`config.mk`:
```
export PLATFORM = sky130hd
export DESIGN_NAME = stream_router
export DESIGN_NICKNAME = d
export VERILOG_FILES = /design/src/dma_req_pkg.sv /design/src/stream_mux_pkg.sv /design/src/stream_router.sv
export VERILOG_INCLUDE_DIRS = /design/src
export SDC_FILE = /design/constraint.sdc
export NUM_CORES = 1
export LEC_CHECK = 0
export BUFFER_PORTS_ARGS = -buffer_cell sky130_fd_sc_hd__buf_2
export CORE_AREA = 10 10 129 131
export CTS_CLUSTER_SIZE = 24
export DETAILED_ROUTE_END_ITERATION = 10
export DIE_AREA = 0 0 139 141
export PLACE_DENSITY = 0.64
export SLEW_MARGIN = 20
export SYNTH_ARGS = -nofsm -noshare
export SYNTH_HDL_FRONTEND = slang
export SYNTH_SLANG_ARGS = --single-unit
```
`constraint.sdc`:
```
create_clock -name aclk -period 3.6 [get_ports aclk]
set_clock_uncertainty 0.2 [all_clocks]
set_input_delay 0.54 -clock aclk [delete_from_list [all_inputs] [get_ports aclk]]
set_output_delay 0.54 -clock aclk [all_outputs]
set_load 0.005 [all_outputs]
```
`src/dma_macros.svh`:
```
// DMA mux sizing macros

`ifndef DMA_MACROS_SVH
`define DMA_MACROS_SVH

// Region count and region number width
`define N_REGIONS      4
`define N_REGIONS_BITS 2

// Request field widths
`define LEN_BITS       16
`define ADDR_BITS      48

// Data beat width and log2 of its byte count
`define DATA_BITS      64
`define BEAT_LOG_BITS  3

// Depth of routing and completion queues
`define N_OUTSTANDING  4

`endif

```
`src/dma_req_pkg.sv`:
```
// DMA request field types

`default_nettype none

`include "dma_macros.svh"

package dma_req_pkg;

    // Region number
    typedef logic [`N_REGIONS_BITS-1:0] vfid_t;

    // Byte length of one request
    typedef logic [`LEN_BITS-1:0] len_t;

    // Start address of one request
    typedef logic [`ADDR_BITS-1:0] addr_t;

endpackage

`default_nettype wire

```
`src/stream_mux_pkg.sv`:
```
// Stream routing types

`default_nettype none

`include "dma_macros.svh"

package stream_mux_pkg;

    // Beat count minus one
    typedef logic [`LEN_BITS-`BEAT_LOG_BITS-1:0] blen_t;

    // One data beat
    typedef logic [`DATA_BITS-1:0] data_t;

    // Router FSM states
    typedef enum logic {ROUTE_IDLE, ROUTE_BURST} route_state_e;

endpackage

`default_nettype wire

```
`src/stream_router.sv`:
```
// Data beat router FSM

`timescale 1ns/10ps
`default_nettype none

`include "dma_macros.svh"

module stream_router (
    input  wire logic                                   aclk,
    input  wire logic                                   aresetn,
    // Routing queue head
    input  wire logic                                   route_valid,
    output logic                                        route_ready,
    input  wire dma_req_pkg::vfid_t                     route_vfid,
    input  wire logic                                   route_last,
    input  wire stream_mux_pkg::blen_t                  route_blen,
    // Engine data
    input  wire logic                                   s_dat_valid,
    output logic                                        s_dat_ready,
    input  wire stream_mux_pkg::data_t                  s_dat_data,
    // Region data
    output logic [`N_REGIONS-1:0]                       m_dat_valid,
    input  wire logic [`N_REGIONS-1:0]                  m_dat_ready,
    output stream_mux_pkg::data_t [`N_REGIONS-1:0]      m_dat_data,
    output logic [`N_REGIONS-1:0]                       m_dat_last
);

    import dma_req_pkg::*;
    import stream_mux_pkg::*;

    route_state_e state;
    vfid_t        cur_vfid;
    logic         cur_last;
    blen_t        beat_cnt;
    logic         last_beat;
    logic         beat_fire;

    // Counter at zero means final beat
    assign last_beat = (beat_cnt == '0);
    assign beat_fire = s_dat_valid && s_dat_ready;

    // --------------------
    // Demux
    always_comb begin
        route_ready = (state == ROUTE_IDLE);
        s_dat_ready = 1'b0;
        m_dat_valid = '0;
        m_dat_last  = '0;
        // Payload goes to every region and valid picks one
        for (int i = 0; i < `N_REGIONS; i++) begin
            m_dat_data[i] = s_dat_data;
        end
        if (state == ROUTE_BURST) begin
            s_dat_ready           = m_dat_ready[cur_vfid];
            m_dat_valid[cur_vfid] = s_dat_valid;
            m_dat_last[cur_vfid]  = cur_last && last_beat;
        end
    end

    // --------------------
    // State and beat counter
    always_ff @(posedge aclk) begin
        if (!aresetn) begin
            state    <= ROUTE_IDLE;
            beat_cnt <= '0;
        end else begin
            case (state)
                ROUTE_IDLE: begin
                    // Pop one entry and load its count
                    if (route_valid) begin
                        beat_cnt <= route_blen;
                        state    <= ROUTE_BURST;
                    end
                end
                ROUTE_BURST: begin
                    if (beat_fire) begin
                        if (last_beat) begin
                            state <= ROUTE_IDLE;
                        end else begin
                            beat_cnt <= beat_cnt - 1'b1;
                        end
                    end
                end
                default: state <= ROUTE_IDLE;
            endcase
        end
    end

    // Entry region and flag
    always_ff @(posedge aclk) begin
        if (route_valid && route_ready) begin
            cur_vfid <= route_vfid;
            cur_last <= route_last;
        end
    end

endmodule

`default_nettype wire

```
# [Word-level counts from Yosys, hierarchy flattened]
# Index checks and enable logic that the tools add are counted.
[classes] addsub=1 mul=0 div=0 order_cmp=2 eq_ne=3 shift=0 n_mux=15 n_bitwise=3 n_reduce_logical=6
[ops] cell="$mux 13" n=3
[ops] cell="$pmux 13 s2" n=1
[ops] cell="$logic_not 13->1" n=1
[ops] cell="$sub 13x1->13 const B" n=1
[ops] cell="$and 4x4->4" n=2
[ops] cell="$mux 4" n=2
[ops] cell="$mux 1" n=6
[ops] cell="$logic_and 1x1->1" n=4
[ops] cell="$ne 2x2->1 const B" n=2
[ops] cell="$lt 2x3->1 const B" n=1
[ops] cell="$reduce_and 3->1" n=1
[ops] cell="$bmux 1 s2" n=1
[ops] cell="$demux 1 s2" n=1
[ops] cell="$ge 2x1->1 const B" n=1
[ops] cell="$ne 2x1->1 const B" n=1
[ops] cell="$pmux 1 s2" n=1
[ops] cell="$not 1->1" n=1
[totals] regBits=17 latchBits=0 mem_bits_rw=0 rom_bits=0 out_inout_bits=266 elab_cells=34 memories=0

# [Longest topological paths before layout]
# Gate-level depths: netlist (run 1).
[logic_depth] ltp_word=6 ltp_mapped=8 depth_no_buf=7

# [Worst setup path before layout (run 1)]
# No wires, ideal clock.
[synth_timing] path_type="reg2out" startpoint="register beat_cnt[0]" endpoint="output port m_dat_last[0]" arrival_time_ps=1323 t_required_ps=2860 path_slack_ps=1537 stages_incl_launch_ff=7 n_path_buf=0 path_cell_list="dfxtp_1 > inv_1 > ha_1 > nor3b_1 > and4b_1 > nand3_1 > nor3_1"
[synth_via] elab_chain_cells=4
[synth_lines] item="start: declaration" line_no="stream_router.sv:34" text="blen_t beat_cnt;"
[synth_lines] item="start signal: assignment" line_no="stream_router.sv:71" text="beat_cnt <= route_blen;"
[synth_lines] item="start signal: assignment" line_no="stream_router.sv:80" text="beat_cnt <= beat_cnt - 1'b1;"
[synth_lines] item="$logic_not 13->1" line_no="stream_router.sv:39" text="assign last_beat = (beat_cnt == '0);"
[synth_lines] item="$logic_and 1x1->1" line_no="stream_router.sv:56" text="m_dat_last[cur_vfid] = cur_last && last_beat;"
[synth_lines] item="$and 4x4->4 (no source line)"
[synth_lines] item="$mux 4" line_no="stream_router.sv:53" text="if (state == ROUTE_BURST) begin"
[synth_lines] item="end: declaration" line_no="stream_router.sv:25" text="output logic [`N_REGIONS-1:0] m_dat_last"
# No other way between the ends.

# [Worst setup path in the final report (run 1)]
[layout_timing] startpoint="register beat_cnt[0]" endpoint="output port m_dat_last[1]"
# Same word-level chain as after synthesis.

==> results of run 1 <==
## flip-flops by register name, summed over array words and instances (netlist names)
register  flops
beat_cnt     13
cur_vfid      2
cur_last      1
state         1
## layer usage
metal	up-vias	wire (um)	global-route usage, %
met5	-	40	2.88
met4	2	104	2.20
met3	20	1960	8.46
met2	251	3510	10.8
met1	563	1680	4.57
li1	570	-	-
## kinds of logic after synthesis
group | after synthesis | share of synthesized area (%)
XOR/XNOR | 1 | 0.285
buffers and inverters | 271 | 65.0
AND/OR/NAND/NOR | 56 | 10.4
adder cells (fa/ha/maj) | 2 | 0.813
flip-flops | 17 | 12.0
multiplexers | 3 | 0.976
AO/OA/AOI/OAI | 43 | 10.5
## cells in the final DEF, fill, tap and decap left out, types with 2 or more instances in the layout
cell / instances
a21oi_1: 18
o32ai_1: 2
nand2_1: 13
nand2b_1: 2
clkbuf_16: 3
ha_1: 2
nand3_1: 4
buf_4: 2
mux2i_1: 3
and3_1: 5
o211ai_1: 4
o31ai_1: 3
o32ai_2: 2
o2bb2ai_1: 2
nor2_1: 11
nor3_1: 8
edfxtp_1: 3
buf_2: 33
inv_1: 6
dfxtp_1: 14
o21ai_0: 2
nand3b_1: 2
## how the worst max path moves through the flow
stage,start,slack (ns),to,cells past startpoint
2_1_floorplan,beat_cnt[0],1.54,m_dat_last[0],6
3_3_place_gp,beat_cnt[4],1.07,m_dat_last[1],5
6_report,beat_cnt[0],0.85,m_dat_last[1],7
3_5_place_dp,beat_cnt[0],1.08,m_dat_last[1],7
4_1_cts,beat_cnt[0],0.80,m_dat_last[1],7
5_1_grt,beat_cnt[0],0.68,m_dat_last[1],7
## power by group
part	switching, mW	internal (mW)
clock network	0.0833	0.149
registers	0.0211	0.212
logic	0.108	0.0779
## metrics by stage
stage	hold WS [ns]	setup slack, ns
after floorplan	0.257	1.54
after global placement	0.280	1.07
after detailed placement	0.286	1.08
after CTS	0.258	0.796
after global routing	0.265	0.683
final	0.259	0.848
## Yosys cell counts (2+ instances only)
cell | instances | area share (%)
o32ai_1 | 2 | 0.57
buf_6 | 2 | 0.73
nand3b_1 | 2 | 0.49
o31ai_1 | 3 | 0.73
ha_1 | 2 | 0.81
nand2_1 | 13 | 1.6
buf_2 | 3 | 0.49
and3_1 | 5 | 1.0
nor3_1 | 8 | 1.3
o21ai_0 | 2 | 0.33
buf_4 | 257 | 63
nand2b_1 | 2 | 0.41
mux2i_1 | 3 | 0.98
o211ai_1 | 4 | 0.98
nor2_1 | 11 | 1.3
o32ai_2 | 2 | 1.1
a21oi_1 | 18 | 2.9
clkbuf_1 | 2 | 0.24
nand3_1 | 4 | 0.65
inv_1 | 6 | 0.73
o2bb2ai_1 | 2 | 0.57
dfxtp_1 | 14 | 9.1
edfxtp_1 | 3 | 2.9
## area by class of cell
cell class	instances	area share, %
clock inverters	1	0.314
inverters	7	1.65
repair buffers	35	11.3
multi-input cells	105	44.3
flip-flops and latches	17	23.3
clock buffers	3	4.71
well taps	184	14.5
==> qor.txt, run 1 <==
clock latency at the later pin of the worst-skew pair: 0.26 ns
sequential area share after synthesis: 12.0%
post-layout min period: 2.75 ns
CP Capture Type: output pin
placement-stage cell area: 1510 um^2
Via-to-Cell Ratio: 3.99
reg-to-reg endpoint: beat_cnt[3]
Antenna Cells: 0
final net count: 259
htree depth: 1
crit path cell chain: inv_1 > ha_1 > nor3b_1 > and4b_1 > nand3_1 > nor3_1 > buf_2
total gr overflow: 0
overall routing resource usage: 6.78%
total power: 0.651 mW
Die H: 141 um
DIE WIDTH: 139 um
fin util: 11.2%
Pleak: 0.611 nW
top_reg_cell synth: dfxtp_1
asr flop ratio synth: 0%
DR WL/cell: 20.7 um
initial antenna violation count: 0
Yosys warning count: 0
Critical-path top delay cell: dfxtp_1
I/O Buffers: 33
reg2reg path depth: 7
# Post-CTS Setup Buffers: 0
Final Max Slew Viols: 0
CTS root buffer: clkbuf_16
post-DP HPWL: 6120 um
synthesized area: 3080 um^2
multi-input logic area: 706 um^2
design area: 1590 um^2
cts hold-fix bufs: 0
CP peak stage delay: 0.34 ns
DR DRC count: 0
Core ar.: 14200 um^2
syn_nets: 483
via count: 1406
Final TNS setup: 0 ns
Longest Clk Path Bufs: 2
CP Launch Type: register
# fillers: 1684
RR Startpoint: beat_cnt[0]
Post-Route WL: 7300 um
Register Area: 370 um^2
worst hold stages: 1
worst hold path class: input port to register
antenna-violating nets left: 0
Synth cell types: 46
vias in the first global route: 1408
TritonCTS clock tree: built
worst path arrival time: 2.01 ns
Placer Congestion: 0.773
total CTS buffers: 3
run status: completed
number of synthesized flops with an enable pin: 3
Power Density: 409 nW/um^2
crit share post-route: 76.4%
Cell Count Post-Placement: 348
Hold Vio Cnt, Final: 0
layout cells sized above 1: 31.0%
DIE AREA: 19600 um^2
Pre-antenna DRT Iters: 4
flop-to-flop setup slack: 1.23 ns
critical path class: register to output pin
Slew Limit Headroom: 45.0%
Final Setup Violations: 0
post-CTS sizing: 0
cells after synthesis: 393
pin count of the biggest net entering global routing: 26
Mean Syn Cell Area: 7.83 um^2
HP Start: route_vfid[0]
Rows: 44
Worst-path clk slew: 0.06 ns
crit-path leading delay family: simple AND/OR/NAND/NOR gates
RSZ-0062 raised after global routing: false
MaxCap Viol Count: 0
Sink Count: 17
Starting Density: 21.7%
FMAX: 363 MHz
Layout area overhead: -48.2%
Tightest Pin Transition: 0.818 ns
CP required: 2.86 ns
worst vdd ir: 0.000143 V
Min-Delay Endpoint: cur_vfid[0]
crit path buf inv count: 2
post-synthesis register bit count: 17
I/O pin total: 354
crit-path max FO: 5
Starting DRT DRC Count: 90
final cell count without fillers: 352
first-pass GRT wire length: 10300 um
Power figures use the tool's default switching activity.
==> run 2, diff against run 1 <==
--- a/config.mk
+++ b/config.mk
@@ -7,11 +7,11 @@
 export NUM_CORES = 1
 export LEC_CHECK = 0
 export BUFFER_PORTS_ARGS = -buffer_cell sky130_fd_sc_hd__buf_2
-export CORE_AREA = 10 10 129 131
+export CORE_AREA = 10 10 130 132
 export CTS_CLUSTER_SIZE = 24
 export DETAILED_ROUTE_END_ITERATION = 10
-export DIE_AREA = 0 0 139 141
-export PLACE_DENSITY = 0.64
+export DIE_AREA = 0 0 140 142
+export PLACE_DENSITY = 0.65
 export SLEW_MARGIN = 20
 export SYNTH_ARGS = -nofsm -noshare
 export SYNTH_HDL_FRONTEND = slang
==> constraint.sdc (replaced) <==
create_clock -name aclk -period 2.4 [get_ports aclk]
set_clock_uncertainty 0.2 [all_clocks]
set_input_delay 0.36 -clock aclk [delete_from_list [all_inputs] [get_ports aclk]]
set_output_delay 0.36 -clock aclk [all_outputs]
set_load 0.005 [all_outputs]
==> qor.txt, run 2 (same netlist as run 1, synthesis figures left out) <==
run status: completed (unchanged)
worst vdd ir: 0.000243 V (was 0.000143 V)
Slew Limit Headroom: 66.6% (was 45.0%)
Post-Route WL: 7350 um (was 7300 um)
total gr overflow: 0 (unchanged)
Pleak: 0.648 nW (was 0.611 nW)
Starting Density: 21.5% (was 21.7%)
total power: 1.03 mW (was 0.651 mW)
Starting DRT DRC Count: 49 (was 90)
final net count: 264 (was 259)
DR WL/cell: 20.6 um (was 20.7 um)
Worst-path clk slew: 0.05 ns (was 0.06 ns)
Antenna Cells: 0 (unchanged)
crit share post-route: 93.6%
register name with the most flops: beat_cnt (unchanged)
worst path arrival time: 1.69 ns (was 2.01 ns)
worst hold path class: input port to register (unchanged)
Register Area: 370 um^2 (unchanged)
final hold slack: 0.0869 ns (was 0.259 ns)
Placer Congestion: 0.791 (was 0.773)
clock latency at the later pin of the worst-skew pair: 0.25 ns (was 0.26 ns)
# fillers: 1675 (was 1684)
vias in the first global route: 1487 (was 1408)
Power Density: 607 nW/um^2 (was 409 nW/um^2)
Tightest Pin Transition: 0.500 ns (was 0.818 ns)
post-layout min period: 2.25 ns
Hold Vio Cnt, Final: 0 (unchanged)
CTS root buffer: clkbuf_16 (unchanged)
multi-input logic area: 753 um^2 (was 706 um^2)
I/O pin total: 354 (unchanged)
overall routing resource usage: 6.58% (was 6.78%)
TritonCTS clock tree: built (unchanged)
critical path class: register to output pin (unchanged)
DIE AREA: 19900 um^2 (was 19600 um^2)
htree depth: 1 (unchanged)
final cell count without fillers: 357 (was 352)
Pre-antenna DRT Iters: 4 (unchanged)
FMAX: 445 MHz
CP Launch Type: register (unchanged)
via count: 1451 (was 1406)
total CTS buffers: 3 (unchanged)
cts hold-fix bufs: 0 (unchanged)
DIE WIDTH: 140 um (was 139 um)
Via-to-Cell Ratio: 4.06 (was 3.99)
Rows: 44 (unchanged)
layout cells sized above 1: 36.4% (was 31.0%)
MaxCap Viol Count: 0 (unchanged)
biggest regs: beat_cnt (13), cur_vfid (2) (unchanged)
max reg flops: 13 (unchanged)
antenna-violating nets left: 0 (unchanged)
initial antenna violation count: 2 (was 0)
first-pass GRT wire length: 10200 um (was 10300 um)
CP required: 1.84 ns (was 2.86 ns)
Final TNS setup: 0 ns (unchanged)
Longest Clk Path Bufs: 2 (unchanged)
post-DP HPWL: 6050 um (was 6120 um)
Final Setup Violations: 0 (unchanged)
I/O Buffers: 33 (unchanged)
Sink Count: 17 (unchanged)
Layout area overhead: -45.1% (was -48.2%)
crit-path max FO: 4 (was 5)
Cell Count Post-Placement: 353 (was 348)
most frequent cells in the layout: buf_2, a21oi_1, dfxtp_1 (unchanged)
# Post-CTS Setup Buffers: 0 (unchanged)
commonest non-fill, non-tap cell in the layout: buf_2 (unchanged)
Die H: 142 um (was 141 um)
RSZ-0062 raised after global routing: false (unchanged)
DR DRC count: 0 (unchanged)
Core ar.: 14300 um^2 (was 14200 um^2)
pin count of the biggest net entering global routing: 26 (unchanged)
Final Max Slew Viols: 0 (unchanged)
CP Capture Type: output pin (unchanged)
-- run 2: timing repair --
action | in CTS | in global routing
pin swaps | 1 | 1
gates resized for setup | 2 | 7
cloned | 0 | 0
setup endpoints to repair | 4 | 4
-- run 2: path summary, 6_finish.rpt --
check	slack [ns]	cells past startpoint	startpoint	to
worst min-delay path	0.09	1	route_last	cur_last
worst min register to register	0.30	2	beat_cnt[12]	beat_cnt[12]
worst max-delay path	0.15	5	beat_cnt[11]	m_dat_last[0]
worst max register to register	0.33	6	cur_vfid[0]	beat_cnt[1]
-- run 2: power breakdown --
part / switching [mW] / internal (mW) / leakage, nW / total [mW]
Sequential: 0.0364 / 0.318 / 0.144 / 0.355
Combinational: 0.179 / 0.150 / 0.466 / 0.329
Clock: 0.116 / 0.226 / 0.0382 / 0.342
-- run 2: critical path, cell delays in order (launching register included) --
cell and delay (ns):
dfxtp_1 0.34, nor4_4 0.38, and4b_2 0.34, nand3_4 0.12
nor3_2 0.12, buf_2 0.14
-- run 2: cell type report --
class,instances,area share (%)
multi-input combinational,105,44.6
sequential,17,21.9
timing repair buffer,40,13.6
tap,184,13.6
clock buffer,4,4.67
inverter,7,1.56
-- run 2: routing by layer --
| metal | GRT usage, % | part of all wire [%] | vias up |
|---|---|---|---|
| met1 | 5.47 | 28 | 574 |
| li1 | - | - | 578 |
| met4 | 2.23 | 2.4 | 4 |
| met3 | 6.68 | 22 | 26 |
| met2 | 10.2 | 46 | 269 |
| met5 | 3.74 | 1.2 | - |
-- run 2: per-stage QoR --
stage                     worst slack (ns)  utilization [%]  instance area (um^2)
after CTS                           0.0221             11.6                  1660
after global routing                0.0225             11.8                  1690
after global placement               0.261             10.9                  1560
after floorplan                      0.517                -                  3080
final                                0.153             11.8                  1690
after detailed placement             0.211             10.9                  1560
==> run 3, diff against run 2 <==
==> constraint.sdc (replaced) <==
create_clock -name aclk -period 2.4 [get_ports aclk]
set_clock_uncertainty 0.2 [all_clocks]
set_input_delay 0.36 -clock aclk [delete_from_list [all_inputs] [get_ports aclk]]
set_output_delay 0.36 -clock aclk [all_outputs]
set_load 0.02 [all_outputs]
==> qor.txt, run 3 (same netlist as run 1, synthesis figures left out) <==
run status: completed (unchanged)
via count: 1430 (was 1451)
CP startpoint: beat_cnt[1] (was beat_cnt[11])
met3 WL: 1670 um (was 1630 um)
top sig layer: met5 (unchanged)
I/O Buffers: 33 (unchanged)
HP Start: route_last (unchanged)
Critical-path top delay cell: dfxtp_2 (was nor4_4)
Longest Clk Path Bufs: 2 (unchanged)
Rows: 44 (unchanged)
worst vdd ir: 0.000296 V (was 0.000243 V)
max reg flops: 13 (unchanged)
Antenna Cells: 0 (unchanged)
Pre-antenna DRT Iters: 4 (unchanged)
combinational power share: 33.5% (was 32.1%)
CP required: 1.84 ns (about the same)
DR DRC count: 0 (unchanged)
register share of total power: 33.8% (was 34.6%)
Post-Route M1 WL: 1990 um (was 2030 um)
CP Capture Type: output pin (unchanged)
placement-stage cell area: 1570 um^2 (was 1560 um^2)
Sink Count: 17 (unchanged)
Place WS: 0.194 ns (was 0.211 ns)
Die H: 142 um (unchanged)
final net count: 268 (was 264)
CP peak stage delay: 0.33 ns (was 0.38 ns)
reg-to-reg endpoint: beat_cnt[1] (unchanged)
clock latency at the later pin of the worst-skew pair: 0.25 ns (about the same)
crit share post-route: 96.9% (was 93.6%)
# fillers: 1655 (was 1675)
CTS root buffer: clkbuf_16 (unchanged)
total gr overflow: 0 (unchanged)
CP Launch Type: register (unchanged)
Via-to-Cell Ratio: 3.96 (was 4.06)
final cell count without fillers: 361 (was 357)
TritonCTS clock tree: built (unchanged)
I/O pin total: 354 (unchanged)
Post-Route WL: 7450 um (was 7350 um)
Placer Congestion: 0.742 (was 0.791)
first-pass GRT wire length: 10100 um (was 10200 um)
htree depth: 1 (unchanged)
FMAX: 430 MHz (was 445 MHz)
initial antenna violation count: 1 (was 2)
DR WL/cell: 20.6 um (about the same)
Cell Count Post-Placement: 354 (was 353)
met2 wire len: 3510 um (was 3420 um)
total CTS buffers: 3 (unchanged)
biggest regs: beat_cnt (13), cur_vfid (2) (unchanged)
worst hold stages: 1 (unchanged)
antenna-violating nets left: 0 (unchanged)
switching share of power: 32.9% (was 32.3%)
Hold Vio Cnt, Final: 0 (unchanged)
Worst-path clk slew: 0.05 ns (about the same)
DIE WIDTH: 140 um (unchanged)
Int Power: 0.714 mW (was 0.694 mW)
DIE AREA: 19900 um^2 (unchanged)
Tightest Pin Transition: 0.536 ns (was 0.500 ns)
Core ar.: 14300 um^2 (unchanged)
reg2reg path depth: 6 (unchanged)
vias in the first global route: 1441 (was 1487)
worst path arrival time: 1.77 ns (was 1.69 ns)
overall routing resource usage: 6.66% (was 6.58%)
Final Max Slew Viols: 0 (unchanged)
register name with the most flops: beat_cnt (unchanged)
crit path setup slack, layout: 0.0745 ns (was 0.153 ns)
Starting Density: 21.5% (unchanged)
Power Density: 606 nW/um^2 (was 607 nW/um^2)
design area: 1760 um^2 (was 1690 um^2)
layout cells sized above 1: 40.1% (was 36.4%)
Layout area overhead: -42.9% (was -45.1%)
Pleak: 0.674 nW (was 0.648 nW)
flop-to-flop setup slack: 0.23 ns (was 0.33 ns)
MaxCap Viol Count: 0 (unchanged)
Min-Delay Endpoint: cur_last (unchanged)
commonest non-fill, non-tap cell in the layout: buf_2 (unchanged)
Final TNS setup: 0 ns (unchanged)
crit path cell chain: inv_2 > ha_4 > nor3b_4 > and4b_2 > nand3_4 > nor3_4 > buf_6 (was nor4_4 > and4b_2 > nand3_4 > nor3_2 > buf_2)
Clk pwr share: 32.8% (was 33.3%)
pin count of the biggest net entering global routing: 26 (unchanged)
most frequent cells in the layout: buf_2, a21oi_1, nand2_1, dfxtp_1, buf_4 (was buf_2, a21oi_1, dfxtp_1)
post-layout min period: 2.33 ns (was 2.25 ns)
Slew Limit Headroom: 64.0% (was 66.6%)
worst hold path class: input port to register (unchanged)
Starting DRT DRC Count: 34 (was 49)
Final Setup Violations: 0 (unchanged)
critical path class: register to output pin (unchanged)
crit-path max FO: 4 (unchanged)
RR Startpoint: state (was cur_vfid[0])
post-DP HPWL: 6150 um (was 6050 um)
Switch Pwr: 0.350 mW (was 0.332 mW)
## run 3: cell count changes in the layout (fill, tap and decap cells not counted), moves of 2 or more
| cell | delta |
|---|---|
| buf_4 | +6 |
| buf_2 | -3 |
| inv_1 | -2 |
| inv_2 | +2 |
## run 3: routing by layer
layer / global-route usage, % / vias to the layer above
met2: 10.5 / 252
met4: 2.23 / 4
met5: 3.74 / -
li1: - / 590
met3: 7.01 / 23
met1: 5.24 / 561
## run 3: worst max-delay path by stage
stage                          endpoint  cells after the start
after CTS                 m_dat_last[2]                      7
final                     m_dat_last[3]                      7
after global placement    m_dat_last[2]                      7
after global routing      m_dat_last[3]                      7
after detailed placement  m_dat_last[3]                      7
after floorplan           m_dat_last[0]                      6
## run 3: power by group through the flow
| stage | logic, mW | clock network [mW] | registers [mW] |
|---|---|---|---|
| after global placement | 0.325 | 0 | 0.357 |
| after global routing | 0.391 | 0.367 | 0.363 |
| after CTS | 0.330 | 0.354 | 0.353 |
| after detailed placement | 0.326 | 0 | 0.357 |
| after floorplan | 0.846 | 0 | 0.347 |
| final | 0.356 | 0.348 | 0.359 |
## run 3: area by class of cell
| type | instances | area [um^2] | area share, % |
|---|---|---|---|
| multi-input cells | 105 | 778 | 44.3 |
| flip-flops and latches | 17 | 372 | 21.2 |
| repair buffers | 44 | 272 | 15.5 |
| well taps | 184 | 230 | 13.1 |
| clock buffers | 4 | 78.8 | 4.49 |
| inverters | 7 | 26.3 | 1.50 |
## run 3: metrics by stage
| stage | hold slack, ns | total power [mW] | util (%) |
|---|---|---|---|
| 2_1_floorplan | 0.257 | 1.19 | - |
| 3_3_place_gp | 0.284 | 0.682 | 11.0 |
| 3_5_place_dp | 0.285 | 0.683 | 11.0 |
| 4_1_cts | 0.0809 | 1.04 | 11.6 |
| 5_1_grt | 0.0758 | 1.12 | 12.3 |
| 6_report | 0.0822 | 1.06 | 12.3 |
## run 3: what timing repair did
item,4_1_cts,5_1_grt
cloned,0,0
hold buffers,0,0
endpoints found under the hold margin,0,0
gates resized for setup,3,17
pin swaps,0,4
buffers inserted,0,3
endpoints found under the setup margin,4,4
## run 3: critical path, delay by kind of cell, from the launching register on
family        cells  cell delay (ns)
fa+ha+maj         1             0.13
buf+inv           2             0.22
flops             1             0.33
simple gates      4             0.84
