## src/seq_fifo.sv

```systemverilog
// Sequence queue

`timescale 1ns/10ps
`default_nettype none

module seq_fifo #(
    parameter int WIDTH = 8,
    parameter int DEPTH = 4
) (
    input  wire logic             aclk,
    input  wire logic             aresetn,
    input  wire logic             in_valid,
    output logic                  in_ready,
    input  wire logic [WIDTH-1:0] in_data,
    output logic                  out_valid,
    input  wire logic             out_ready,
    output logic [WIDTH-1:0]      out_data
);

    localparam int PTR_W = (DEPTH > 1) ? $clog2(DEPTH) : 1;
    localparam int CNT_W = $clog2(DEPTH + 1);

    // Storage and pointers
    logic [WIDTH-1:0] mem [DEPTH];
    logic [PTR_W-1:0] wr_ptr;
    logic [PTR_W-1:0] rd_ptr;
    logic [CNT_W-1:0] count;
    logic             push;
    logic             pop;

    // Flags straight from occupancy
    assign in_ready  = (count != CNT_W'(DEPTH));
    assign out_valid = (count != '0);
    assign push      = in_valid && in_ready;
    assign pop       = out_valid && out_ready;

    // Head shows without a read cycle
    assign out_data = mem[rd_ptr];

    // --------------------
    // Pointers and count
    always_ff @(posedge aclk) begin
        if (!aresetn) begin
            wr_ptr <= '0;
            rd_ptr <= '0;
            count  <= '0;
        end else begin
            if (push) begin
                wr_ptr <= (wr_ptr == PTR_W'(DEPTH - 1)) ? '0 : wr_ptr + 1'b1;
            end
            if (pop) begin
                rd_ptr <= (rd_ptr == PTR_W'(DEPTH - 1)) ? '0 : rd_ptr + 1'b1;
            end
            // Push and pop together keep the count
            case ({push, pop})
                2'b10:   count <= count + 1'b1;
                2'b01:   count <= count - 1'b1;
                default: count <= count;
            endcase
        end
    end

    // Entry write
    always_ff @(posedge aclk) begin
        if (push) begin
            mem[wr_ptr] <= in_data;
        end
    end

endmodule

`default_nettype wire

```

## config.mk

```make
export PLATFORM = sky130hd
export DESIGN_NAME = seq_fifo
export DESIGN_NICKNAME = d
export VERILOG_FILES = /design/src/seq_fifo.sv
export SDC_FILE = /design/constraint.sdc
export NUM_CORES = 1
export LEC_CHECK = 0
export BUFFER_PORTS_ARGS = -buffer_cell sky130_fd_sc_hd__buf_2
export CAP_MARGIN = 40
export CORE_MARGIN = 2
export CORE_UTILIZATION = 40
export DETAILED_ROUTE_END_ITERATION = 10
export PLACE_DENSITY = 0.65
export SLEW_MARGIN = 10
export SYNTH_ARGS = -nofsm -noshare
export SYNTH_HDL_FRONTEND = slang
export SYNTH_SLANG_ARGS = --single-unit
```

## constraint.sdc

```tcl
create_clock -name aclk -period 2.4 [get_ports aclk]
set_input_delay 0.12 -clock aclk [delete_from_list [all_inputs] [get_ports aclk]]
set_output_delay 0.12 -clock aclk [all_outputs]
set_load 0.05 [all_outputs]
```

# Word-level counts from Yosys, hierarchy flattened

Memories as Yosys holds them, arrays and structs flattened. A register that Yosys moved wholly into a read port is not among the register bits.
Index checks and enable logic that the tools add are counted.

Memories: 1
Bits in writable memories: 32
Bits in read-only memories: 0
Flip-flop bits (word level): 7
Output and inout bits: 10
Bits in latches: 0

Bitwise gates (word level): 0
Multipliers: 0
Multiplexer cells: 7
Div/mod/pow operators: 0
Order comparisons: 0
Shift-type cells: 0
Equality and inequality tests: 5
$add $sub $neg: 4
Reductions and logical operators: 4

Memories:

| memory | depth | bits a word | read ports | clocked after Yosys merged registers in | wr ports | line | text |
|---|---|---|---|---|---|---|---|
| mem    | 4     | 8           | 1          | 1                                       | 1        | 24   | `logic [WIDTH-1:0] mem [DEPTH];` |

Operators by type and width:

| cell                | number |
|---|---|
| $mux 2              | 4 |
| $eq 2x2->1 const B  | 3 |
| $pmux 3 s2          | 1 |
| $add 2x1->2 const B | 2 |
| $add 3x1->3 const B | 1 |
| $ne 3x3->1 const B  | 1 |
| $reduce_bool 3->1   | 1 |
| $sub 3x1->3 const B | 1 |
| $eq 2x1->1 const B  | 1 |
| $logic_and 1x1->1   | 2 |
| $mux 1              | 2 |
| $reduce_bool 2->1   | 1 |

# Depth between registers and ports, before layout

Gate-level depths: netlist of the first run.

Depth in word-level cells: 4
Mapped depth: 10
Gate-level depth less buffers: 9

# Least setup slack after synthesis of the first run

No wires, ideal clock.

Path type: reg-to-reg
Start: register count[2]
End: register count[2]
Period minus slack after synthesis: 2.395 ns
Required time: 2.330 ns
Stages on the path, launching flop included: 11
Path buffers: 1
Setup time: 0.070 ns
Path slack: 0.005 ns
Arrival: 2.325 ns
Cells stage by stage: dfxtp_1 > or3b_1 > buf_6 > and2_4 > inv_1 > ha_1 > inv_1 > fa_1 > xor2_1 > or3_2 > a21boi_1

Word-level cells in the longest chain between the ends: 4
Elaborated cells between the ends (all ways): 10

Ends and longest elaborated chain:

| item                                            | line | text |
|---|---|---|
| start: declaration                              | 27   | `logic [CNT_W-1:0] count;` |
| start signal: assignment                        | 56   | `2'b10: count <= count + 1'b1;` |
| start signal: assignment                        | 57   | `2'b01: count <= count - 1'b1;` |
| start signal: assignment                        | 58   | `default: count <= count;` |
| $ne 3x3->1 *                                    | 32   | `assign in_ready = (count != CNT_W'(DEPTH));` |
| via in_ready                                    | 13   | `output logic in_ready,` |
| $logic_and 1x1->1 *                             | 34   | `assign push = in_valid && in_ready;` |
| $eq 2x1->1 or $eq 2x2->1 (tied branches)        | 55   | `case ({push, pop})` |
| $pmux 3 s2 or $reduce_bool 2->1 (tied branches) | --   |  |

The timed path passes the listed nets; every way through them passes the cells marked *.
A chain may end at the register's enable or synchronous reset.

# Final worst setup path of the first run

Start: register count[2]
End: register count[2]

Word-level cells in the longest chain between the ends: 4
Elaborated cells between the ends (all ways): 10

Ends and longest elaborated chain:

| item                                            | line |
|---|---|
| $ne 3x3->1 or $reduce_bool 3->1 (tied branches) | 32, 33 |
| $logic_and 1x1->1 (on tied branches)            | 34, 35 |
| $eq 2x1->1 or $eq 2x2->1 (tied branches)        | 55 |
| $pmux 3 s2 or $reduce_bool 2->1 (tied branches) | -- |

Parallel ways exist; a longest one is shown, timed or not.

==> results of run 1 <==
==> critical path, stage by stage, from the launching register on <==
cell                       delay [ns]
sky130_fd_sc_hd__dfxtp_2         0.35
sky130_fd_sc_hd__or3b_4          0.39
sky130_fd_sc_hd__and2_4          0.18
sky130_fd_sc_hd__inv_1           0.05
sky130_fd_sc_hd__ha_2            0.18
sky130_fd_sc_hd__inv_1           0.06
sky130_fd_sc_hd__fa_2            0.33
sky130_fd_sc_hd__xor2_1          0.15
sky130_fd_sc_hd__or3_2           0.42
sky130_fd_sc_hd__a21boi_2        0.13
==> where the power goes <==
group / leakage, uW / switching (uW) / internal, uW
Clock: 0.0000399 / 208 / 202
Sequential: 0.000369 / 88.7 / 873
Combinational: 0.000290 / 469 / 277
==> placed cells by master, fill, tap and decap left out, types with 2 or more instances in the layout <==
master and count:
sky130_fd_sc_hd__edfxtp_1 32, sky130_fd_sc_hd__buf_2 21, sky130_fd_sc_hd__mux4_2 8, sky130_fd_sc_hd__inv_1 7, sky130_fd_sc_hd__nand2_1 6, sky130_fd_sc_hd__dfxtp_1 6
sky130_fd_sc_hd__ha_1 5, sky130_fd_sc_hd__clkbuf_8 5, sky130_fd_sc_hd__o21ai_0 4, sky130_fd_sc_hd__and3_2 3, sky130_fd_sc_hd__dfxtp_2 3, sky130_fd_sc_hd__buf_4 3
sky130_fd_sc_hd__or3_2 2, sky130_fd_sc_hd__and2_1 2, sky130_fd_sc_hd__nor2_1 2, sky130_fd_sc_hd__nand3_1 2, sky130_fd_sc_hd__clkbuf_1 2
==> cell usage after synthesis (2+ instances only) <==
master,number
sky130_fd_sc_hd__edfxtp_1,32
sky130_fd_sc_hd__dfxtp_1,9
sky130_fd_sc_hd__mux4_2,8
sky130_fd_sc_hd__inv_1,7
sky130_fd_sc_hd__ha_1,6
sky130_fd_sc_hd__nand2_1,6
sky130_fd_sc_hd__o21ai_0,4
sky130_fd_sc_hd__and3_2,3
sky130_fd_sc_hd__and2_1,2
sky130_fd_sc_hd__nand3_1,2
sky130_fd_sc_hd__nor2_1,2
sky130_fd_sc_hd__or3_2,2
==> worst max path at each step <==
| stage | to | slack (ns) | cells after the start |
|---|---|---|---|
| after global routing | count[2]$_SDFFE_PN0P_ | 0.006 | 9 |
| after detailed placement | count[2]$_SDFFE_PN0P_ | -0.01 | 9 |
| after floorplan | count[2]$_SDFFE_PN0P_ | 0.005 | 10 |
| final | count[2]$_SDFFE_PN0P_ | 0.09 | 9 |
| after CTS | count[2]$_SDFFE_PN0P_ | 0.007 | 9 |
| after global placement | count[2]$_SDFFE_PN0P_ | 0.12 | 9 |
==> cell type report <==
| cell class | count | area (um2) | share of cell area [%] |
|---|---|---|---|
| flip-flops and latches | 41 | 1140 | 59.8 |
| clock inverters | 1 | 3.75 | 0.196 |
| clock buffers | 7 | 76.3 | 3.98 |
| inverters | 7 | 26.3 | 1.37 |
| repair buffers | 24 | 128 | 6.66 |
| multi-input cells | 46 | 474 | 24.8 |
| well taps | 50 | 62.6 | 3.27 |
==> per-stage QoR <==
| step | util [%] | power, uW |
|---|---|---|
| 2_1_floorplan | - | 1540 |
| 3_3_place_gp | 45.3 | 1670 |
| 3_5_place_dp | 45.3 | 1700 |
| 4_1_cts | 47.5 | 2120 |
| 5_1_grt | 47.9 | 2240 |
| 6_report | 47.9 | 2120 |
==> cells by family after synthesis <==
| kind of cell | share of synthesized area, % |
|---|---|
| adder cells (fa/ha/maj) | 5.75 |
| multiplexers | 11.5 |
| AND/OR/NAND/NOR | 7.26 |
| XOR/XNOR | 1.06 |
| buffers and inverters | 3.03 |
| flip-flops | 69.0 |
| AO/OA/AOI/OAI | 2.42 |
==> registers in the layout, summed over array words and instances, names as in the netlist, named ones only <==
signal  flops
count       3
rd_ptr      2
mem        32
wr_ptr      2
==> metal layers <==
layer / vias to the layer above / track usage (%) / share of wire, %
met5: - / 0 / 0
met4: 0 / 5.25 / 1.1
met3: 3 / 5.59 / 6.5
met2: 26 / 21.5 / 49
met1: 428 / 14.5 / 43
li1: 419 / - / -
==> timing repair <==
| item | CTS | global route |
|---|---|---|
| resized for setup | 3 | 4 |
| pin swaps | 0 | 1 |
| hold buffers | 0 | 0 |
| setup buffers | 0 | 1 |
| setup endpoints to repair | 1 | 1 |
==> metrics.log, run 1 <==
[metrics] Cell Count, Final, Fillers Out: 176
[metrics] most common flop cell mapped by yosys: sky130_fd_sc_hd__edfxtp_1
[metrics] hold violation total from the final report: 0
[metrics] Max Freq: 0.433 GHz
[metrics] initial core utilization: 41.4%
[metrics] Final Slew Violations: 0
[metrics] Yosys Warn Count: 0
[metrics] Wirelength per Cell: 15.3 um
[metrics] number of flops mapped to enable cells by yosys: 32
[metrics] min cycle time layout: 2.31 ns
[metrics] DRT iter0 DRCs: 58
[metrics] number of antenna violations at the first check in global routing: 0
[metrics] worst hold slack after final layout: 0.0528 ns
[metrics] reg-to-reg critical path startpoint: count[2]$_SDFFE_PN0P_
[metrics] FILL cells: 347
[metrics] sort of element at the end of the critical path: flip-flop
[metrics] layout cells sized above 1: 39.7%
[metrics] Setup Skew: 0.00649 ns
[metrics] Port Buf Inserts: 21
[metrics] area of the mapped netlist: 1650 um2
[metrics] Clock Tree Buf Depth: 2
[metrics] Detailed Place HPWL: 1910 um
[metrics] worst setup slack for register-to-register paths: 0.09 ns
[metrics] setup TNS: 0 ns
[metrics] R2R Path End: count[2]$_SDFFE_PN0P_
[metrics] largest net degree at the start of global routing: 13
[metrics] final global-route overflow total: 0
[metrics] number of global-route vias before repair: 912
[metrics] total power per unit cell area: 1110 nW/um2
[metrics] area share of the leading cell type in the synthesized netlist: 58.1%
[metrics] slew of the pin with the lowest slew margin: 0.548 ns
[metrics] net count after synthesis: 117
[metrics] maximum VDD drop: 686 uV
[metrics] clock tree from TritonCTS: yes
[metrics] placer congestion estimate: 0.763
[metrics] min-delay worst type: in2reg
[metrics] share of synthesized registers carrying an async set or reset: 0%
[metrics] largest cells by area after synthesis: sky130_fd_sc_hd__edfxtp_1 (58%), sky130_fd_sc_hd__dfxtp_1 (11%), sky130_fd_sc_hd__mux4_2 (11%)
[metrics] number of buffers added by the clock tree synthesis step: 5
[metrics] Routed Antenna Nets: 0
[metrics] I/O pin count: 22
[metrics] clock root buffer: sky130_fd_sc_hd__clkbuf_8
[metrics] source-to-sink clock delay at the later pin of the worst-skew pair: 0.29 ns
[metrics] Area Growth Syn to Fin: 15.8%
[metrics] total global-route track usage: 12.9%
[metrics] area of all placed cells without fillers: 1920 um2
[metrics] Antenna diodes: 0
[metrics] num rows: 23
[metrics] top cell type by total area after synthesis: sky130_fd_sc_hd__edfxtp_1
[metrics] launch point of the worst path: count[2]$_SDFFE_PN0P_
[metrics] number of design rule violations left after detail routing: 0
[metrics] Cells after Synth: 98
[metrics] Max transition margin: 63.4%
[metrics] Setup WS post-layout: 0.0908 ns
[metrics] count of distinct cell types in the synthesized netlist: 27
[metrics] DRT Wirelength: 2700 um
[metrics] first-pass GRT wire length: 4130 um
[metrics] Final #Nets: 144
[metrics] data required time of the critical path: 2.62 ns
[metrics] post-place instance area: 1810 um2
[metrics] share of synthesized area occupied by flip-flops and latches: 69.0%
[metrics] die height: 68.3 um
[metrics] count of vias placed by the detailed router: 876
[metrics] First-pass DRT Iterations: 4
[metrics] worst path arrival time: 2.52 ns
[metrics] Period Utilization, post-route: 96.2%
[metrics] number of clock sinks seen by CTS: 41
[metrics] placeable core region: 4000 um2
[metrics] run status: complete, no violations
[metrics] startpoint of the lowest-slack hold path: in_data[3]
[metrics] CP max FO: 4
[metrics] type of origin of the critical path: flip-flop
[metrics] worst reg2reg path depth: 9
[metrics] H-tree depth reported by CTS: 2
[metrics] setup repair after global routing missed its margin: false
[metrics] max_cap viols: 0
[metrics] Hold Path End: mem[1][3]$_DFFE_PP_
[metrics] count of final setup violators: 0
[metrics] Worst Setup Path Type: reg2reg
[metrics] number of cells after detailed placement: 167
[metrics] floorplan die width: 68.3 um
[metrics] number of flip-flops and latches in the synthesized netlist: 41
[metrics] worst hold stages: 1
[metrics] leakage power summed over all cells: 0.000698 uW
[metrics] Via-to-Cell Ratio: 4.98
[metrics] Syn Area/Cell: 16.9 um2
[metrics] Setup WS pre-CTS: -0.0112 ns
[metrics] die outline area: 4670 um2
[metrics] register clock-pin slew on the reported worst setup and hold paths: 0.07 ns
(Power assumes the default switching activity.)
==> run 2, diff against run 1 <==
==> constraint.sdc (replaced) <==
create_clock -name aclk -period 2 [get_ports aclk]
set_input_delay 0.1 -clock aclk [delete_from_list [all_inputs] [get_ports aclk]]
set_output_delay 0.1 -clock aclk [all_outputs]
set_load 0.05 [all_outputs]
==> run 2 against run 1 <==
The run now ends with setup timing left. Hold slack lost 0.035 ns. Die area is the same. First-iteration DRC count shrank 26%. Sequential power grew 14%. Via count grew 0.80%. Combinational power grew 38%. Critical path depth is the same. Utilization grew 2.8 points. Clock power grew 92%.
==> metrics.log, run 2 (synthesis gave the netlist of run 1 again) <==
[metrics] run status: finished with violations
[metrics] violations in the final reports: setup timing
[metrics] number of buffers added by the clock tree synthesis step: 5 (unchanged)
[metrics] fraction of met2 tracks used by global routing: 24.0% (+2.5 points)
[metrics] Antenna diodes: 0 (unchanged)
[metrics] total net switching power: 970 uW (+27%)
[metrics] initial core utilization: 41.4% (unchanged)
[metrics] placeable core region: 4000 um2 (unchanged)
[metrics] count of final setup violators: 1 (+1)
[metrics] internal power of the cells: 1940 uW (+44%)
[metrics] Max transition margin: 69.5% (+6.0 points)
[metrics] Cell Count, Final, Fillers Out: 182 (+3.4%)
[metrics] Period Utilization, post-route: 104% (+7.9 points)
[metrics] Worst Setup Path Type: reg2reg
[metrics] total global-route track usage: 13.4% (+0.46 points)
[metrics] cells along the critical path: or3b_1, and2_4, inv_2, ha_4, inv_2, fa_2, xor2_1, or3_4, a21boi_2
[metrics] Area Growth Syn to Fin: 22.6%
[metrics] min-delay worst type: in2reg
[metrics] combinational power share: 35.4% (+0.2 points)
[metrics] met1 demand-to-capacity share in global routing: 13.4% (-1.2 points)
[metrics] Final #Nets: 150 (+4.2%)
[metrics] setup repair after global routing missed its margin: true
[metrics] source-to-sink clock delay at the later pin of the worst-skew pair: 0.30 ns (about the same)
[metrics] largest net degree at the start of global routing: 15 (+2)
[metrics] Max Freq: 0.480 GHz (+11%)
[metrics] num rows: 23 (unchanged)
[metrics] worst hold slack after final layout: 0.0182 ns (-0.0345 ns)
[metrics] data required time of the critical path: 2.23 ns (-0.39 ns)
[metrics] Setup WS post-layout: -0.0833 ns (-0.174 ns)
[metrics] floorplan die width: 68.3 um (unchanged)
[metrics] setup TNS: -0.0833 ns (-0.0833 ns)
[metrics] hold violation total from the final report: 0 (unchanged)
[metrics] register clock-pin slew on the reported worst setup and hold paths: 0.08 ns (about the same)
[metrics] clock tree from TritonCTS: yes
[metrics] CP max FO: 2 (-2)
[metrics] Setup WS pre-CTS: -0.0912 ns (-0.0801 ns)
[metrics] DRT Wirelength: 2710 um (+0.41%)
[metrics] DRT iter0 DRCs: 43 (-26%)
[metrics] worst path arrival time: 2.31 ns (-0.21 ns)
[metrics] Setup Skew: 0.0109 ns (+0.00443 ns)
[metrics] final core utilization: 50.7% (+2.8 points)
[metrics] largest registers ranked by flip-flop count: mem x32, count x3
[metrics] clock network fraction of total power: 27.0% (+7.6 points)
[metrics] number of global-route vias before repair: 940 (+3.1%)
[metrics] die height: 68.3 um (unchanged)
[metrics] layer carrying the most global-route usage: met2
[metrics] maximum VDD drop: 670 uV (-2.3%)
[metrics] number of antenna violations at the first check in global routing: 0 (unchanged)
[metrics] routing usage on met3: 5.59% (unchanged)
[metrics] placer congestion estimate: 0.788 (+3.3%)
[metrics] count of vias placed by the detailed router: 883 (+0.80%)
[metrics] type of origin of the critical path: flip-flop
[metrics] min cycle time layout: 2.08 ns (-0.226 ns)
[metrics] max FFs per register: 32 (unchanged)
[metrics] dominant cell type by count on the critical path: sky130_fd_sc_hd__inv_2
[metrics] die outline area: 4670 um2 (unchanged)
[metrics] Clock Tree Buf Depth: 2 (unchanged)
[metrics] H-tree depth reported by CTS: 2 (unchanged)
[metrics] number of clock sinks seen by CTS: 41 (unchanged)
[metrics] Via-to-Cell Ratio: 4.85 (-2.5%)
[metrics] sort of element at the end of the critical path: flip-flop
[metrics] I/O pin count: 22 (unchanged)
[metrics] first-pass GRT wire length: 4170 um (+0.99%)
[metrics] clock root buffer: sky130_fd_sc_hd__clkbuf_8
[metrics] Routed Antenna Nets: 0 (unchanged)
[metrics] FILL cells: 328 (-5.5%)
[metrics] proportion of total power due to net switching: 33.3% (-2.9 points)
[metrics] slew of the pin with the lowest slew margin: 0.458 ns (-0.0899 ns)
[metrics] number of design rule violations left after detail routing: 0 (unchanged)
[metrics] Detailed Place HPWL: 1860 um (-2.6%)
[metrics] Wirelength per Cell: 14.9 um (-2.9%)
[metrics] number of cells after detailed placement: 173 (+3.6%)
[metrics] max_cap viols: 0 (unchanged)
[metrics] commonest cells after routing, fill and taps aside: sky130_fd_sc_hd__edfxtp_1 (32), sky130_fd_sc_hd__buf_2 (21), sky130_fd_sc_hd__buf_4 (9)
[metrics] layout cells sized above 1: 44.7% (+5.0 points)
[metrics] First-pass DRT Iterations: 3 (-1)
[metrics] commonest non-fill, non-tap cell in the layout: sky130_fd_sc_hd__edfxtp_1
[metrics] sequential cell fraction of total power: 37.6% (-7.8 points)
[metrics] register ranked first by flip-flop count: mem
[metrics] total power per unit cell area: 1440 nW/um2 (+30%)
[metrics] Port Buf Inserts: 21 (unchanged)
[metrics] largest stage delay on the critical path: 0.38 ns (-0.04 ns)
[metrics] final global-route overflow total: 0 (unchanged)
[metrics] slowest cell on the critical path: sky130_fd_sc_hd__or3b_1
[metrics] Final Slew Violations: 0 (unchanged)
[metrics] leakage power summed over all cells: 0.000757 uW (+8.4%)
## run 2: cell count changes in the layout (fill, tap and decap cells not counted), sizes merged
cell | previous run | this run
buf | 24 | 30
bufinv | 0 | 2
clkbuf | 7 | 5
clkinv | 1 | 0
inv | 7 | 8
## run 2: metrics by stage
step	instance area, um2	total power [uW]
floorplan	1680	1890
global placement	1880	2120
detailed placement	1880	2150
CTS	2020	2940
global route	2030	3070
finish	2030	2910
## run 2: timing repair
action	4_1_cts	5_1_grt
hold endpoints to repair	0	0
gates cloned	0	0
pin swaps	3	2
hold buffers	0	0
setup endpoints to repair	1	1
buffers inserted	0	1
gates resized for setup	0	1
## run 2: worst paths after layout
kind                               start  slack (ns)                     end  cells past startpoint
setup / recovery   count[0]$_SDFFE_PN0P_       -0.08   count[2]$_SDFFE_PN0P_                      9
hold / removal                in_data[1]        0.02     mem[2][1]$_DFFE_PP_                      1
hold reg to reg   wr_ptr[1]$_SDFFE_PN0P_        0.51  wr_ptr[1]$_SDFFE_PN0P_                      2
setup reg to reg   count[0]$_SDFFE_PN0P_       -0.08   count[2]$_SDFFE_PN0P_                      9
## run 2: layer usage
layer	wire (um)	vias to the layer above	share of wire [%]
li1	-	432	-
met1	1130	428	42
met2	1400	17	52
met3	124	6	4.6
met4	45	0	1.7
met5	0	-	0
## run 2: area by class of cell
class | count | area (um2) | share of cell area, %
repair buffers | 30 | 173 | 8.51
clock buffers | 5 | 68.8 | 3.39
inverters | 7 | 26.3 | 1.30
well taps | 50 | 62.6 | 3.08
flip-flops and latches | 41 | 1140 | 56.4
multi-input cells | 46 | 485 | 23.9
clock inverters | 3 | 68.8 | 3.39
## run 2: power groups by stage
stage          combinational [uW]  sequential (uW)  clock (uW)
3_5_place_dp                 1030             1120           0
6_report                     1030             1100         786
5_1_grt                      1130             1110         833
4_1_cts                      1040             1100         802
3_3_place_gp                 1010             1110           0
2_1_floorplan                 781             1110           0
## run 2: worst max-delay path: cells and delay by family, from the launching register on
kind / cells / cell delay [ns]
and+or+nand+nor: 3 / 0.86
adders and majority gates: 2 / 0.47
DFF: 1 / 0.32
xor gates and xnor gates: 1 / 0.16
AOI/OAI and AO/OA: 1 / 0.11
buffers and inverters: 2 / 0.10
==> run 3, diff against run 2 <==
--- a/config.mk
+++ b/config.mk
@@ -5,6 +5,7 @@
 export SDC_FILE = /design/constraint.sdc
 export NUM_CORES = 1
 export LEC_CHECK = 0
+export ABC_AREA = 1
 export BUFFER_PORTS_ARGS = -buffer_cell sky130_fd_sc_hd__buf_2
 export CAP_MARGIN = 40
 export CORE_MARGIN = 2
==> run 3 against run 2 <==
The run now ends clean. Worst setup slack better by 0.29 ns. Wire length up 5.4%. Cell count up 25%. Fmax up 16%. Via count up 24%. Die area up 1.9%. Sequential share of layout area up 1.3 points. Power down 1.6%. Sequential power about the same. Synthesized area up 2.0%. Critical endpoint unchanged. Largest cell class unchanged.
==> metrics.log, run 3 <==
[metrics] min cycle time layout: 1.79 ns (-0.295 ns)
[metrics] largest cells by area after synthesis: sky130_fd_sc_hd__edfxtp_1 (57%), sky130_fd_sc_hd__dfxtp_1 (11%), sky130_fd_sc_hd__nor2_1 (6.7%)
[metrics] most common flop cell mapped by yosys: sky130_fd_sc_hd__edfxtp_1
[metrics] Post-CTS Setup Repair Bufs: 0 (unchanged)
[metrics] Antenna diodes: 0 (unchanged)
[metrics] Via-to-Cell Ratio: 4.83 (-0.39%)
[metrics] number of antenna violations at the first check in global routing: 0 (unchanged)
[metrics] commonest cells after routing, fill and taps aside: sky130_fd_sc_hd__edfxtp_1 (32), sky130_fd_sc_hd__nor2_1 (29), sky130_fd_sc_hd__buf_2 (21)
[metrics] Max transition margin: 77.5% (+8.0 points)
[metrics] data required time of the critical path: 2.23 ns (about the same)
[metrics] number of clock sinks seen by CTS: 41 (unchanged)
[metrics] Port Buf Inserts: 21 (unchanged)
[metrics] floorplan die width: 69.0 um (+0.96%)
[metrics] area of the mapped netlist: 1690 um2 (+2.0%)
[metrics] Cells after Synth: 145 (+48%)
[metrics] total power draw: 2870 uW (-1.6%)
[metrics] type of origin of the critical path: flip-flop
[metrics] setup TNS: 0 ns (+0.0833 ns)
[metrics] initial core utilization: 41.9% (+0.54 points)
[metrics] Setup Skew: 0.00820 ns (-0.00272 ns)
[metrics] FILL cells: 368 (+12%)
[metrics] maximum VDD drop: 824 uV (+23%)
[metrics] Detailed Place HPWL: 1970 um (+5.8%)
[metrics] final global-route overflow total: 0 (unchanged)
[metrics] post-place instance area: 1870 um2 (-0.47%)
[metrics] I/O pin count: 22 (unchanged)
[metrics] largest net degree at the start of global routing: 17 (+2)
[metrics] H-tree depth reported by CTS: 2 (unchanged)
[metrics] First-pass DRT Iterations: 4 (+1)
[metrics] placer congestion estimate: 0.793 (+0.55%)
[metrics] layout cells sized above 1: 22.6% (-22 points)
[metrics] clock root buffer: sky130_fd_sc_hd__clkbuf_8
[metrics] DRT Wirelength: 2850 um (+5.4%)
[metrics] Max Freq: 0.559 GHz (+16%)
[metrics] number of buffers added by the clock tree synthesis step: 5 (unchanged)
[metrics] num rows: 23 (unchanged)
[metrics] setup repair after global routing missed its margin: false
[metrics] commonest non-fill, non-tap cell in the layout: sky130_fd_sc_hd__edfxtp_1
[metrics] slew of the pin with the lowest slew margin: 0.337 ns (-0.121 ns)
[metrics] top cell type by total area after synthesis: sky130_fd_sc_hd__edfxtp_1
[metrics] placeable core region: 4030 um2 (+0.72%)
[metrics] leakage power summed over all cells: 0.000793 uW (+4.7%)
[metrics] Yosys Warn Count: 0 (unchanged)
[metrics] Highest Signal Layer: met4
[metrics] register ranked first by flip-flop count: mem
[metrics] top cells by count, synth: sky130_fd_sc_hd__edfxtp_1 (32), sky130_fd_sc_hd__nor2_1 (30), sky130_fd_sc_hd__inv_1 (16)
[metrics] Syn Area/Cell: 11.6 um2 (-31%)
[metrics] wl on met1: 1260 um (+11%)
[metrics] min-delay worst type: in2reg
[metrics] worst path arrival time: 2.02 ns (-0.29 ns)
[metrics] Final #Nets: 195 (+30%)
[metrics] top-count cell post-synth: sky130_fd_sc_hd__edfxtp_1
[metrics] area taken by flip-flops and latches: 1140 um2 (-0.22%)
[metrics] clock tree from TritonCTS: yes
[metrics] area share of the leading cell type in the synthesized netlist: 56.9% (-1.2 points)
[metrics] combined area of the multi-input logic cells: 463 um2 (-4.6%)
[metrics] Clock Tree Buf Depth: 2 (unchanged)
[metrics] die height: 69.0 um (+0.96%)
[metrics] Final Slew Violations: 0 (unchanged)
[metrics] number of cells after detailed placement: 219 (+27%)
[metrics] # hold bufs at CTS: 0 (unchanged)
[metrics] largest registers ranked by flip-flop count: mem x32, count x3
[metrics] total global-route track usage: 13.8% (+0.41 points)
[metrics] Period Utilization, post-route: 89.4% (-15 points)
[metrics] die outline area: 4760 um2 (+1.9%)
[metrics] max_cap viols: 0 (unchanged)
[metrics] number of gates given a new drive strength after cts: 0 (unchanged)
[metrics] Routed Antenna Nets: 0 (unchanged)
[metrics] run status: complete, no violations
[metrics] Cell Count, Final, Fillers Out: 227 (+25%)
[metrics] Area Growth Syn to Fin: 17.3%
[metrics] register clock-pin slew on the reported worst setup and hold paths: 0.08 ns (about the same)
[metrics] count of final setup violators: 0 (-1)
[metrics] hold violation total from the final report: 0 (unchanged)
[metrics] total power per unit cell area: 1450 nW/um2 (+0.81%)
[metrics] number of global-route vias before repair: 990 (+5.3%)
[metrics] count of distinct cell types in the synthesized netlist: 19 (-30%)
[metrics] max FFs per register: 32 (unchanged)
[metrics] wire length on met3: 195 um (+57%)
[metrics] number of flip-flops and latches in the synthesized netlist: 41 (unchanged)
[metrics] Worst Setup Path Type: reg2reg
[metrics] count of vias placed by the detailed router: 1,097 (+24%)
[metrics] share of synthesized area occupied by flip-flops and latches: 67.6% (-1.4 points)
[metrics] Wirelength per Cell: 12.6 um (-15%)
[metrics] net count after synthesis: 164 (+40%)
[metrics] total length of routed met2 wires: 1340 um (-4.2%)
[metrics] DRT iter0 DRCs: 43 (unchanged)
[metrics] area of all placed cells without fillers: 1980 um2 (-2.4%)
[metrics] number of design rule violations left after detail routing: 0 (unchanged)
[metrics] number of flops mapped to enable cells by yosys: 32 (unchanged)
[metrics] share of synthesized registers carrying an async set or reset: 0% (unchanged)
[metrics] first-pass GRT wire length: 4480 um (+7.5%)
[metrics] CP max FO: 9 (+7)
[metrics] sort of element at the end of the critical path: flip-flop
[metrics] source-to-sink clock delay at the later pin of the worst-skew pair: 0.29 ns (about the same)
run 3: cell types whose count changed in the layout (fill, tap and decap cells not counted), moves of 3 or more:
cell | previous run | this run
sky130_fd_sc_hd__inv_1 | 5 | 16
sky130_fd_sc_hd__mux4_2 | 8 | 0
sky130_fd_sc_hd__o21ai_2 | 0 | 3
sky130_fd_sc_hd__and3_2 | 3 | 0
sky130_fd_sc_hd__buf_4 | 9 | 5
sky130_fd_sc_hd__o22ai_1 | 0 | 8
sky130_fd_sc_hd__nand2_1 | 6 | 13
sky130_fd_sc_hd__o21ai_0 | 3 | 14
sky130_fd_sc_hd__a21oi_1 | 0 | 3
sky130_fd_sc_hd__nor2_1 | 2 | 29
run 3: metrics by stage:
| stage | util, % | hold slack, ns | worst slack [ns] |
|---|---|---|---|
| 4_1_cts | 49.1 | 0.0108 | 0.183 |
| 5_1_grt | 49.1 | 0.0123 | 0.0259 |
| 6_report | 49.1 | 0.0191 | 0.211 |
| 2_1_floorplan | - | 0.199 | 0.0307 |
| 3_3_place_gp | 46.4 | 0.313 | 0.268 |
| 3_5_place_dp | 46.4 | 0.320 | 0.203 |
run 3: final cells by class:
class | instances | area share (%)
clock inverter | 2 | 1.71
clock buffer | 6 | 3.67
sequential | 41 | 57.6
timing repair buffer | 26 | 7.21
multi-input combinational | 85 | 23.4
inverter | 17 | 3.22
tap | 50 | 3.16
run 3: kinds of logic after synthesis:
kind of cell	after synthesis	share of synthesized area, %
simple gates	49	11.8
flops	41	67.6
compound gates	29	9.86
buf+inv	19	5.11
fa+ha+maj	7	5.63
run 3: metal layers:
layer | up-vias | GRT usage, %
met2 | 28 | 21.6
met3 | 7 | 5.84
li1 | 554 | -
met5 | - | 0
met4 | 0 | 6.62
met1 | 508 | 16.3
run 3: worst paths after layout:
path,end,startpoint,cells after the start,slack [ns]
setup reg to reg,count[2]$_SDFFE_PN0P_,count[1]$_SDFFE_PN0P_,11,0.21
hold reg to reg,rd_ptr[1]$_SDFFE_PN0P_,rd_ptr[1]$_SDFFE_PN0P_,2,0.54
setup / recovery,count[2]$_SDFFE_PN0P_,count[1]$_SDFFE_PN0P_,11,0.21
hold / removal,mem[1][3]$_DFFE_PP_,in_data[3],1,0.02
run 3: worst max-delay path: stages (launching register included):
cell                      delay [ns]
sky130_fd_sc_hd__dfxtp_1        0.34
sky130_fd_sc_hd__nor2_2         0.16
sky130_fd_sc_hd__nand2_2        0.08
sky130_fd_sc_hd__nand2_2        0.16
sky130_fd_sc_hd__ha_1           0.19
sky130_fd_sc_hd__inv_1          0.07
sky130_fd_sc_hd__fa_1           0.37
sky130_fd_sc_hd__nand2_1        0.11
sky130_fd_sc_hd__nand3_1        0.08
sky130_fd_sc_hd__nand2_1        0.06
sky130_fd_sc_hd__inv_1          0.03
sky130_fd_sc_hd__nor2_1         0.09
run 3: power by group:
part,internal (uW),switching (uW)
registers,1040,83.9
clock network,368,259
logic,289,822
